$ cat config.mk
export PLATFORM = sky130hd
export DESIGN_NAME = videoTxTop
export DESIGN_NICKNAME = d
export VERILOG_FILES = /design/src/hw/videoPkg.sv /design/src/hw/videoCsrApb.sv /design/src/hw/rectPixelGen.sv /design/src/hw/pixelFifo.sv /design/src/hw/videoTimingGen.sv /design/src/hw/videoTxTop.sv
export SDC_FILE = /design/constraint.sdc
export NUM_CORES = 2
export LEC_CHECK = 0
export BUFFER_PORTS_ARGS = -buffer_cell sky130_fd_sc_hd__buf_4
export CORE_MARGIN = 2
export CORE_UTILIZATION = 25
export CTS_CLUSTER_SIZE = 10
export DETAILED_ROUTE_END_ITERATION = 12
export HOLD_SLACK_MARGIN = 0.06
export SYNTH_ARGS = -nofsm -noshare
export SYNTH_HDL_FRONTEND = slang
export SYNTH_HIERARCHICAL = 1
export SYNTH_SLANG_ARGS = --single-unit
$ cat constraint.sdc
create_clock -name iVCLK -period 27.5 [get_ports iVCLK]
set_input_delay 1.375 -clock iVCLK [delete_from_list [all_inputs] [get_ports iVCLK]]
set_output_delay 1.375 -clock iVCLK [all_outputs]
set_load 0.05 [all_outputs]
$ cat src/hw/videoPkg.sv
/*
 * Shared types and APB register map of the video transmit subsystem.
 * Addresses are byte offsets on an 8-bit APB address; only aligned words decode.
 */
package videoPkg;

	// --------------------
	// Pixel and raster types
	// --------------------

	// RGB565, red in 15:11, green in 10:5, blue in 4:0
	typedef logic [15:0] pixelT;

	// One horizontal or vertical coordinate
	typedef logic [9:0] coordT;

	// Solid rectangle with inclusive bounds
	typedef struct packed {
		pixelT color;
		coordT left;
		coordT right;
		coordT top;
		coordT under;
	} rectT;

	// --------------------
	// APB types
	// --------------------

	typedef logic [7:0] apbAddrT;
	typedef logic [31:0] apbDataT;

	typedef struct packed {
		logic sel;
		logic enable;
		logic write;
		apbAddrT addr;
		apbDataT wdata;
	} apbReqT;

	typedef struct packed {
		apbDataT rdata;
		logic ready;
		logic slvErr;
	} apbRspT;

	// Register offsets
	localparam apbAddrT cRegCtrl = 8'h00;
	localparam apbAddrT cRegBg = 8'h04;
	// Rectangle n at base + 16n, words for colour, left/right, top/under
	localparam apbAddrT cRegRectBase = 8'h10;

	// Default FIFO depth, as log2
	localparam int cFifoDepthLog = 6;

endpackage

$ cat src/hw/videoCsrApb.sv
/*
 * Zero wait state APB register file, all registers reset to zero.
 * At most 15 rectangles fit in the 8-bit address map.
 */
`timescale 1ns/1ps

module videoCsrApb #(
	parameter int pRectCount = 4
)(
	input logic iVCLK,
	input logic iVRST,
	input videoPkg::apbReqT apbReq,
	output videoPkg::apbRspT apbRsp,
	output logic videoEn,
	output videoPkg::pixelT bgColor,
	output videoPkg::rectT rects [pRectCount]
);

	// --------------------
	// Address decode
	// --------------------
	videoPkg::apbAddrT rectOff;
	logic [3:0] rectIdx;
	logic [1:0] rectWord;
	logic aligned;
	logic ctrlHit;
	logic bgHit;
	logic rectHit;
	logic addrHit;
	logic wrAcc;
	videoPkg::rectT selRect;
	videoPkg::apbDataT rdData;

	assign rectOff = apbReq.addr - videoPkg::cRegRectBase;
	assign rectIdx = rectOff[7:4];
	assign rectWord = rectOff[3:2];
	assign aligned = (apbReq.addr[1:0] == 2'b00);

	assign ctrlHit = aligned && (apbReq.addr == videoPkg::cRegCtrl);
	assign bgHit = aligned && (apbReq.addr == videoPkg::cRegBg);
	// Fourth word of each rectangle slot is a hole
	assign rectHit = aligned && (apbReq.addr >= videoPkg::cRegRectBase)
		&& (int'(rectIdx) < pRectCount) && (rectWord != 2'd3);
	assign addrHit = ctrlHit || bgHit || rectHit;

	assign wrAcc = apbReq.sel && apbReq.enable && apbReq.write && addrHit;

	// Rectangle selected by the address
	always_comb
	begin
		selRect = '0;
		for (int n = 0; n < pRectCount; n++)
		begin
			if (rectIdx == 4'(n))
				selRect = rects[n];
		end
	end

	// --------------------
	// Read path
	// --------------------
	always_comb
	begin
		rdData = '0;
		if (ctrlHit)
			rdData = {31'b0, videoEn};
		else if (bgHit)
			rdData = {16'b0, bgColor};
		else if (rectHit)
		begin
			case (rectWord)
				2'd0: rdData = {16'b0, selRect.color};
				2'd1: rdData = {6'b0, selRect.right, 6'b0, selRect.left};
				default: rdData = {6'b0, selRect.under, 6'b0, selRect.top};
			endcase
		end
	end

	assign apbRsp.rdata = rdData;
	assign apbRsp.ready = 1'b1;
	assign apbRsp.slvErr = apbReq.sel && apbReq.enable && !addrHit;

	// --------------------
	// Write path
	// --------------------
	always_ff @(posedge iVCLK)
	begin
		if (iVRST)
		begin
			videoEn <= 1'b0;
			bgColor <= '0;
			for (int n = 0; n < pRectCount; n++)
			begin
				rects[n] <= '0;
			end
		end
		else if (wrAcc)
		begin
			if (ctrlHit)
				videoEn <= apbReq.wdata[0];
			if (bgHit)
				bgColor <= apbReq.wdata[15:0];
			for (int n = 0; n < pRectCount; n++)
			begin
				if (rectHit && rectIdx == 4'(n))
				begin
					case (rectWord)
						2'd0: rects[n].color <= apbReq.wdata[15:0];
						2'd1:
						begin
							rects[n].left <= apbReq.wdata[9:0];
							rects[n].right <= apbReq.wdata[25:16];
						end
						default:
						begin
							rects[n].top <= apbReq.wdata[9:0];
							rects[n].under <= apbReq.wdata[25:16];
						end
					endcase
				end
			end
		end
	end

endmodule

$ cat src/hw/rectPixelGen.sv
/*
 * Raster order pixel source, one pixel per cycle while the FIFO has room.
 * Rectangle set and background are sampled once per frame at pixel (0,0).
 */
`timescale 1ns/1ps

module rectPixelGen #(
	parameter int pRectCount = 4,
	parameter int pHActive = 480,
	parameter int pVActive = 272
)(
	input logic iVCLK,
	input logic iVRST,
	input logic videoEn,
	input videoPkg::pixelT bgColor,
	input videoPkg::rectT rects [pRectCount],
	input logic full,
	output videoPkg::pixelT wrData,
	output logic wrEn
);

	videoPkg::coordT xPos;
	videoPkg::coordT yPos;
	logic frameStart;
	logic lineEnd;
	logic frameEnd;

	// Frame snapshot of the configuration
	videoPkg::rectT rectLatch [pRectCount];
	videoPkg::pixelT bgLatch;
	videoPkg::rectT selRects [pRectCount];
	videoPkg::pixelT selBg;
	logic [pRectCount-1:0] rectHit;

	assign frameStart = (xPos == '0) && (yPos == '0);
	assign lineEnd = (xPos == videoPkg::coordT'(pHActive - 1));
	assign frameEnd = lineEnd && (yPos == videoPkg::coordT'(pVActive - 1));

	assign wrEn = videoEn && !full;

	// --------------------
	// Raster position
	// --------------------
	always_ff @(posedge iVCLK)
	begin
		if (iVRST || !videoEn)
		begin
			xPos <= '0;
			yPos <= '0;
		end
		else if (wrEn)
		begin
			if (frameEnd)
			begin
				xPos <= '0;
				yPos <= '0;
			end
			else if (lineEnd)
			begin
				xPos <= '0;
				yPos <= yPos + 1'b1;
			end
			else
				xPos <= xPos + 1'b1;
		end
	end

	// Snapshot taken as the first pixel is written
	always_ff @(posedge iVCLK)
	begin
		if (wrEn && frameStart)
		begin
			bgLatch <= bgColor;
			rectLatch <= rects;
		end
	end

	// First pixel sees the live registers, the rest the snapshot
	always_comb
	begin
		selBg = frameStart ? bgColor : bgLatch;
		for (int n = 0; n < pRectCount; n++)
		begin
			selRects[n] = frameStart ? rects[n] : rectLatch[n];
		end
	end

	// --------------------
	// Colour selection
	// --------------------
	always_comb
	begin
		for (int n = 0; n < pRectCount; n++)
		begin
			rectHit[n] = (xPos >= selRects[n].left) && (xPos <= selRects[n].right)
				&& (yPos >= selRects[n].top) && (yPos <= selRects[n].under);
		end
	end

	// Walk from the highest index so the lowest covering rectangle wins
	always_comb
	begin
		wrData = selBg;
		for (int n = pRectCount - 1; n >= 0; n--)
		begin
			if (rectHit[n])
				wrData = selRects[n].color;
		end
	end

endmodule

$ cat src/hw/pixelFifo.sv
/*
 * Single clock pixel FIFO, head entry shown combinationally on rdData.
 * Writes when full and reads when empty are dropped.
 */
`timescale 1ns/1ps

module pixelFifo #(
	parameter int pFifoDepthLog = 6
)(
	input logic iVCLK,
	input logic iVRST,
	input logic videoEn,
	input videoPkg::pixelT wrData,
	input logic wrEn,
	input logic rdEn,
	output videoPkg::pixelT rdData,
	output logic full,
	output logic empty
);

	videoPkg::pixelT mem [2**pFifoDepthLog];
	logic [pFifoDepthLog-1:0] wrPtr;
	logic [pFifoDepthLog-1:0] rdPtr;
	logic [pFifoDepthLog:0] count;
	logic doWr;
	logic doRd;

	assign doWr = wrEn && !full;
	assign doRd = rdEn && !empty;

	// Count never exceeds the depth, so the top bit alone means full
	assign full = count[pFifoDepthLog];
	assign empty = (count == '0);
	assign rdData = mem[rdPtr];

	always_ff @(posedge iVCLK)
	begin
		if (doWr)
			mem[wrPtr] <= wrData;
	end

	// Pointers and occupancy, flushed while video is off
	always_ff @(posedge iVCLK)
	begin
		if (iVRST || !videoEn)
		begin
			wrPtr <= '0;
			rdPtr <= '0;
			count <= '0;
		end
		else
		begin
			if (doWr)
				wrPtr <= wrPtr + 1'b1;
			if (doRd)
				rdPtr <= rdPtr + 1'b1;
			case ({doWr, doRd})
				2'b10: count <= count + 1'b1;
				2'b01: count <= count - 1'b1;
				default: count <= count;
			endcase
		end
	end

endmodule

$ cat src/hw/videoTimingGen.sv
/*
 * Panel timing: sync, back porch, active, front porch on both axes.
 * HS, VS and DE are active high; outputs lag the counters by one cycle.
 */
`timescale 1ns/1ps

module videoTimingGen #(
	parameter int pHActive = 480,
	parameter int pHFront = 8,
	parameter int pHSync = 10,
	parameter int pHBack = 43,
	parameter int pVActive = 272,
	parameter int pVFront = 12,
	parameter int pVSync = 10,
	parameter int pVBack = 4
)(
	input logic iVCLK,
	input logic iVRST,
	input logic videoEn,
	input videoPkg::pixelT rdData,
	input logic full,
	output logic rdEn,
	output logic [7:0] videoR,
	output logic [7:0] videoG,
	output logic [7:0] videoB,
	output logic videoHs,
	output logic videoVs,
	output logic videoDe
);

	localparam int cHActStart = pHSync + pHBack;
	localparam int cHActEnd = cHActStart + pHActive;
	localparam int cHTotal = cHActEnd + pHFront;
	localparam int cVActStart = pVSync + pVBack;
	localparam int cVActEnd = cVActStart + pVActive;
	localparam int cVTotal = cVActEnd + pVFront;
	localparam int cHW = $clog2(cHTotal);
	localparam int cVW = $clog2(cVTotal);

	typedef enum logic {stWait, stRun} stateT;

	stateT state;
	logic [cHW-1:0] hCnt;
	logic [cVW-1:0] vCnt;
	logic hLast;
	logic vLast;
	logic hAct;
	logic vAct;
	logic pixActive;

	assign hLast = (hCnt == cHW'(cHTotal - 1));
	assign vLast = (vCnt == cVW'(cVTotal - 1));
	assign hAct = (hCnt >= cHW'(cHActStart)) && (hCnt < cHW'(cHActEnd));
	assign vAct = (vCnt >= cVW'(cVActStart)) && (vCnt < cVW'(cVActEnd));
	assign pixActive = (state == stRun) && hAct && vAct;

	// Pop in the same cycle the pixel is registered out
	assign rdEn = pixActive;

	// --------------------
	// FSM and counters
	// --------------------
	always_ff @(posedge iVCLK)
	begin
		if (iVRST || !videoEn)
		begin
			state <= stWait;
			hCnt <= '0;
			vCnt <= '0;
		end
		else
		begin
			case (state)
				stWait:
				begin
					// Prime the FIFO before the first frame
					if (full)
						state <= stRun;
				end
				stRun:
				begin
					if (hLast)
					begin
						hCnt <= '0;
						vCnt <= vLast ? '0 : vCnt + 1'b1;
					end
					else
						hCnt <= hCnt + 1'b1;
				end
				default: state <= stWait;
			endcase
		end
	end

	// --------------------
	// Output stage
	// --------------------
	always_ff @(posedge iVCLK)
	begin
		if (iVRST || !videoEn)
		begin
			videoHs <= 1'b0;
			videoVs <= 1'b0;
			videoDe <= 1'b0;
			videoR <= '0;
			videoG <= '0;
			videoB <= '0;
		end
		else
		begin
			videoHs <= (state == stRun) && (hCnt < cHW'(pHSync));
			videoVs <= (state == stRun) && (vCnt < cVW'(pVSync));
			videoDe <= pixActive;
			// RGB565 to 8 bits, low bits zero
			videoR <= pixActive ? {rdData[15:11], 3'b000} : 8'd0;
			videoG <= pixActive ? {rdData[10:5], 2'b00} : 8'd0;
			videoB <= pixActive ? {rdData[4:0], 3'b000} : 8'd0;
		end
	end

endmodule

$ cat src/hw/videoTxTop.sv
/*
 * Video transmit subsystem, single clock, APB configured.
 * Raster sizes and FIFO depth are fixed at elaboration.
 */
`timescale 1ns/1ps

module videoTxTop #(
	parameter int pRectCount = 4,
	parameter int pHActive = 480,
	parameter int pHFront = 8,
	parameter int pHSync = 10,
	parameter int pHBack = 43,
	parameter int pVActive = 272,
	parameter int pVFront = 12,
	parameter int pVSync = 10,
	parameter int pVBack = 4,
	parameter int pFifoDepthLog = videoPkg::cFifoDepthLog
)(
	input logic iVCLK,
	input logic iVRST,
	input videoPkg::apbReqT apbReq,
	output videoPkg::apbRspT apbRsp,
	output logic [7:0] videoR,
	output logic [7:0] videoG,
	output logic [7:0] videoB,
	output logic videoHs,
	output logic videoVs,
	output logic videoDe
);

	logic videoEn;
	videoPkg::pixelT bgColor;
	videoPkg::rectT rects [pRectCount];
	videoPkg::pixelT wrData;
	logic wrEn;
	logic full;
	videoPkg::pixelT rdData;
	logic rdEn;

	// --------------------
	// Configuration
	// --------------------
	videoCsrApb #(.pRectCount(pRectCount)) videoCsrApb_inst (
		.iVCLK(iVCLK), .iVRST(iVRST),
		.apbReq(apbReq), .apbRsp(apbRsp),
		.videoEn(videoEn), .bgColor(bgColor), .rects(rects)
	);

	// --------------------
	// Pixel pipeline
	// --------------------
	rectPixelGen #(
		.pRectCount(pRectCount), .pHActive(pHActive), .pVActive(pVActive)
	) rectPixelGen_inst (
		.iVCLK(iVCLK), .iVRST(iVRST), .videoEn(videoEn),
		.bgColor(bgColor), .rects(rects), .full(full),
		.wrData(wrData), .wrEn(wrEn)
	);

	pixelFifo #(.pFifoDepthLog(pFifoDepthLog)) pixelFifo_inst (
		.iVCLK(iVCLK), .iVRST(iVRST), .videoEn(videoEn),
		.wrData(wrData), .wrEn(wrEn), .rdEn(rdEn),
		.rdData(rdData), .full(full), .empty()
	);

	videoTimingGen #(
		.pHActive(pHActive), .pHFront(pHFront), .pHSync(pHSync), .pHBack(pHBack),
		.pVActive(pVActive), .pVFront(pVFront), .pVSync(pVSync), .pVBack(pVBack)
	) videoTimingGen_inst (
		.iVCLK(iVCLK), .iVRST(iVRST), .videoEn(videoEn),
		.rdData(rdData), .full(full), .rdEn(rdEn),
		.videoR(videoR), .videoG(videoG), .videoB(videoB),
		.videoHs(videoHs), .videoVs(videoVs), .videoDe(videoDe)
	);

endmodule

==> run_results.csv <==
group,metric,value,unit
outcome,status,"finished, final reports clean",
synthesis,yosysWarningCount,6,
worst_setup_path,critPathMaxFanout,64,
worst_setup_path,reg2reg_depth,16,
clocking,cts_buffers,186,
power_and_ir_drop,clockPowerShare,45.7,%
timing,layout_setup_ws,19.83,ns
worst_setup_path,endpoint_kind,"register",
die,start_util,25.1,%
power_and_ir_drop,p_switching,0.000971,W
worst_setup_path,cp_slowest_cell,"buf_4",
cells_and_area,drive_gt1_share,16.6,%
routing,avgRoutedWirePerCell,22.2,µm
worst_setup_path,worstSetupStartpointType,"register",
routing,drc,0,
global_routing,antenna_found_initial,12,
power_and_ir_drop,switching_share,20.2,%
hold_path,whs_path_depth,0,
clocking,clock_latency,0.84,ns
worst_setup_path,crit_top_cell,"buf_4",
die,die_w,528,µm
place,place_ws,19.89,ns
timing,min_period,7.67,ns
routing,met3_length,12900,µm
routing,topRoutingLayerUsed,"met5",
die,ios,106,
timing,tightestPinTransition,1.27,ns
routing,ant_nets,0,
die,die-area,278000,µm²
synthesis,syn_area,68600,µm²
timing,slew_violations,0,
global_routing,grtUsageTotal,12.9,%
power_and_ir_drop,comb_power_share,1.2,%
routing,wl_met2,87000,µm
clocking,cts_resized,0,
routing,via_per_inst,4.82,
power_and_ir_drop,p_leak,28.5,nW
cells_and_area,area_growth,15.0,%
global_routing,grt_pass1_wl,270000,µm
job,maxCapViolations,0,
timing,clock_skew,0.0955,ns
clocking,cts.sinks,1589,
power_and_ir_drop,seq_power_share,53.1,%
routing,drtPass1Iterations,7,
clocking,htree_num_levels,4,
place,hpwl,111000,µm
die,core_area,273000,µm²
cells_and_area,fin_nets,4806,
timing,final.setup.tns,0,ns
cells_and_area,n_fill_cell,27000,
clocking,post_cts_buffers,0,
power_and_ir_drop,power.internal,0.00385,W
die,die_y,528,µm
synthesis,syn_inst,4453,
timing,setup_viol,0,
worst_setup_path,worstPathCellList,"inv_1, ha_1, nand4b_2, or3_4, buf_4, buf_4, mux2i_1, ha_1, o211ai_1, o21a_1, o21ai_1, nand4_2, and2_1, nand2b_2, o221ai_4, buf_4",
synthesis,synth.avg_cell_area,15.4,µm²
timing,slew_headroom,15.5,%
routing,drt_first_iter_violations,4074,
timing,finalHoldViolCount,0,
timing,clock.fmax,130,MHz
clocking,cts_hold_buf,0,
place,port_buffers,84,
power_and_ir_drop,vdd_ir_drop_max,0.0000470,V
clocking,clockRootBuffer,"clkbuf_16",
worst_setup_path,worstPathRequired,27.89,ns
power_and_ir_drop,power.density,61.1,nW/µm²
clocking,clk_pin_slew,0.06,ns
global_routing,gr-total-overflow,0,
timing,grt_setup_unrepaired,"no",
worst_setup_path,cp.arrival,8.06,ns
routing,vias,40000,
clocking,cts_tree,"yes",
worst_setup_path,slowest_delay,0.86,ns
hold_path,min_path_type,"register to register",
place,place_congestion,0.833,
clocking,clockBufferDepth,4,
routing,m1WireLength,80700,µm
routing,finalWirelength,184000,µm
global_routing,grt_pass1_vias,39600,
die,num_rows,192,
timing,min_period_over_period,27.9,%
global_routing,grt_max_degree,169,
worst_setup_path,path_class,"register to register",
## layout make-up
class                   count  area (µm²)  area share [%]
repair buffers            225        1740            2.21
flip-flops and latches   1589       44500            56.4
clock inverters             7        90.1           0.114
multi-input cells        2557       22800            28.9
inverters                  27         101           0.129
well taps                3589        4490            5.70
diodes                      4        10.0          0.0127
clock buffers             297        5130            6.51
## per-stage QoR
stage                     hold WS, ns  util (%)  area, µm²  std cells  total power (W)
after global placement          0.460      27.0      73600       7987          0.00267
after floorplan                 0.444         -      68600       4465          0.00264
after detailed placement        0.465      27.0      73600       7987          0.00267
after global routing            0.463      28.9      78800       8292          0.00497
final                           0.441      28.9      78900       8295          0.00482
after CTS                       0.439      28.9      78800       8291          0.00487
## critical path: cells and delay by family, from the launching register on
kind | cells | cell delay [ns]
AO/OA/AOI/OAI | 4 | 0.65
adder cells (fa/ha/maj) | 2 | 0.56
buffers and inverters | 4 | 2.15
flip-flops | 1 | 0.79
multiplexers | 1 | 0.24
AND/OR/NAND/NOR | 5 | 2.71
## routing by layer
metal | global-route usage [%] | vias up
li1 | - | 17500
met1 | 17.9 | 20700
met5 | 0 | -
met2 | 20.7 | 1445
met3 | 2.28 | 271
met4 | 3.05 | 2
## power by group through the flow
stage,combinational [W],sequential (W),clock [W]
after floorplan,0.0000353,0.00261,0
after global placement,0.0000567,0.00261,0
after detailed placement,0.0000571,0.00261,0
after CTS,0.0000573,0.00256,0.00225
after global routing,0.0000604,0.00256,0.00235
final,0.0000582,0.00256,0.00220
## cells in the final DEF, fill, tap and decap left out, drive strengths merged, types with 7 or more instances in the layout
cell type / instances
a211oi: 24
a21o: 30
a21oi: 155
a22o: 19
a22oi: 58
a31oi: 11
a32o: 9
and2: 8
and3: 8
buf: 225
clkbuf: 297
conb: 15
dfxtp: 325
edfxtp: 1264
ha: 175
inv: 29
mux2: 59
mux2i: 454
mux4: 252
nand2: 257
nand2b: 281
nand3: 55
nand3b: 20
nand4: 41
nor2: 188
nor2b: 29
nor3: 30
nor4: 30
o2111ai: 11
o211ai: 9
o21a: 7
o21ai: 79
o221ai: 45
o22ai: 51
o31ai: 14
or3: 12
xnor2: 17
xor2: 25
## state kept, by name, summed over array words and instances, names as in the netlist, named ones only
register,cells
pixelFifo_inst/wrPtr,6
pixelFifo_inst/count,7
videoTimingGen_inst/videoDe,1
videoCsrApb_inst/rects,224
videoTimingGen_inst/vCnt,9
videoTimingGen_inst/hCnt,10
videoTimingGen_inst/videoG,6
rectPixelGen_inst/xPos,10
videoTimingGen_inst/videoB,5
videoTimingGen_inst/videoR,5
videoTimingGen_inst/videoHs,1
videoTimingGen_inst/state,1
rectPixelGen_inst/bgLatch,16
rectPixelGen_inst/rectLatch,224
videoTimingGen_inst/videoVs,1
rectPixelGen_inst/yPos,10
videoCsrApb_inst/bgColor,16
pixelFifo_inst/rdPtr,6
pixelFifo_inst/mem,1024
videoCsrApb_inst/videoEn,1
## worst paths after layout
path	from	to	slack (ns)
hold / removal	videoCsrApb_inst/rects[208]	rectPixelGen_inst/rectLatch[208]	0.44
setup / recovery	rectPixelGen_inst/yPos[1]	pixelFifo_inst/mem[21][14]	19.83
setup reg to reg	rectPixelGen_inst/yPos[1]	pixelFifo_inst/mem[21][14]	19.83
hold reg to reg	videoCsrApb_inst/rects[208]	rectPixelGen_inst/rectLatch[208]	0.44
Note: power is estimated with default switching activity, not from simulation.
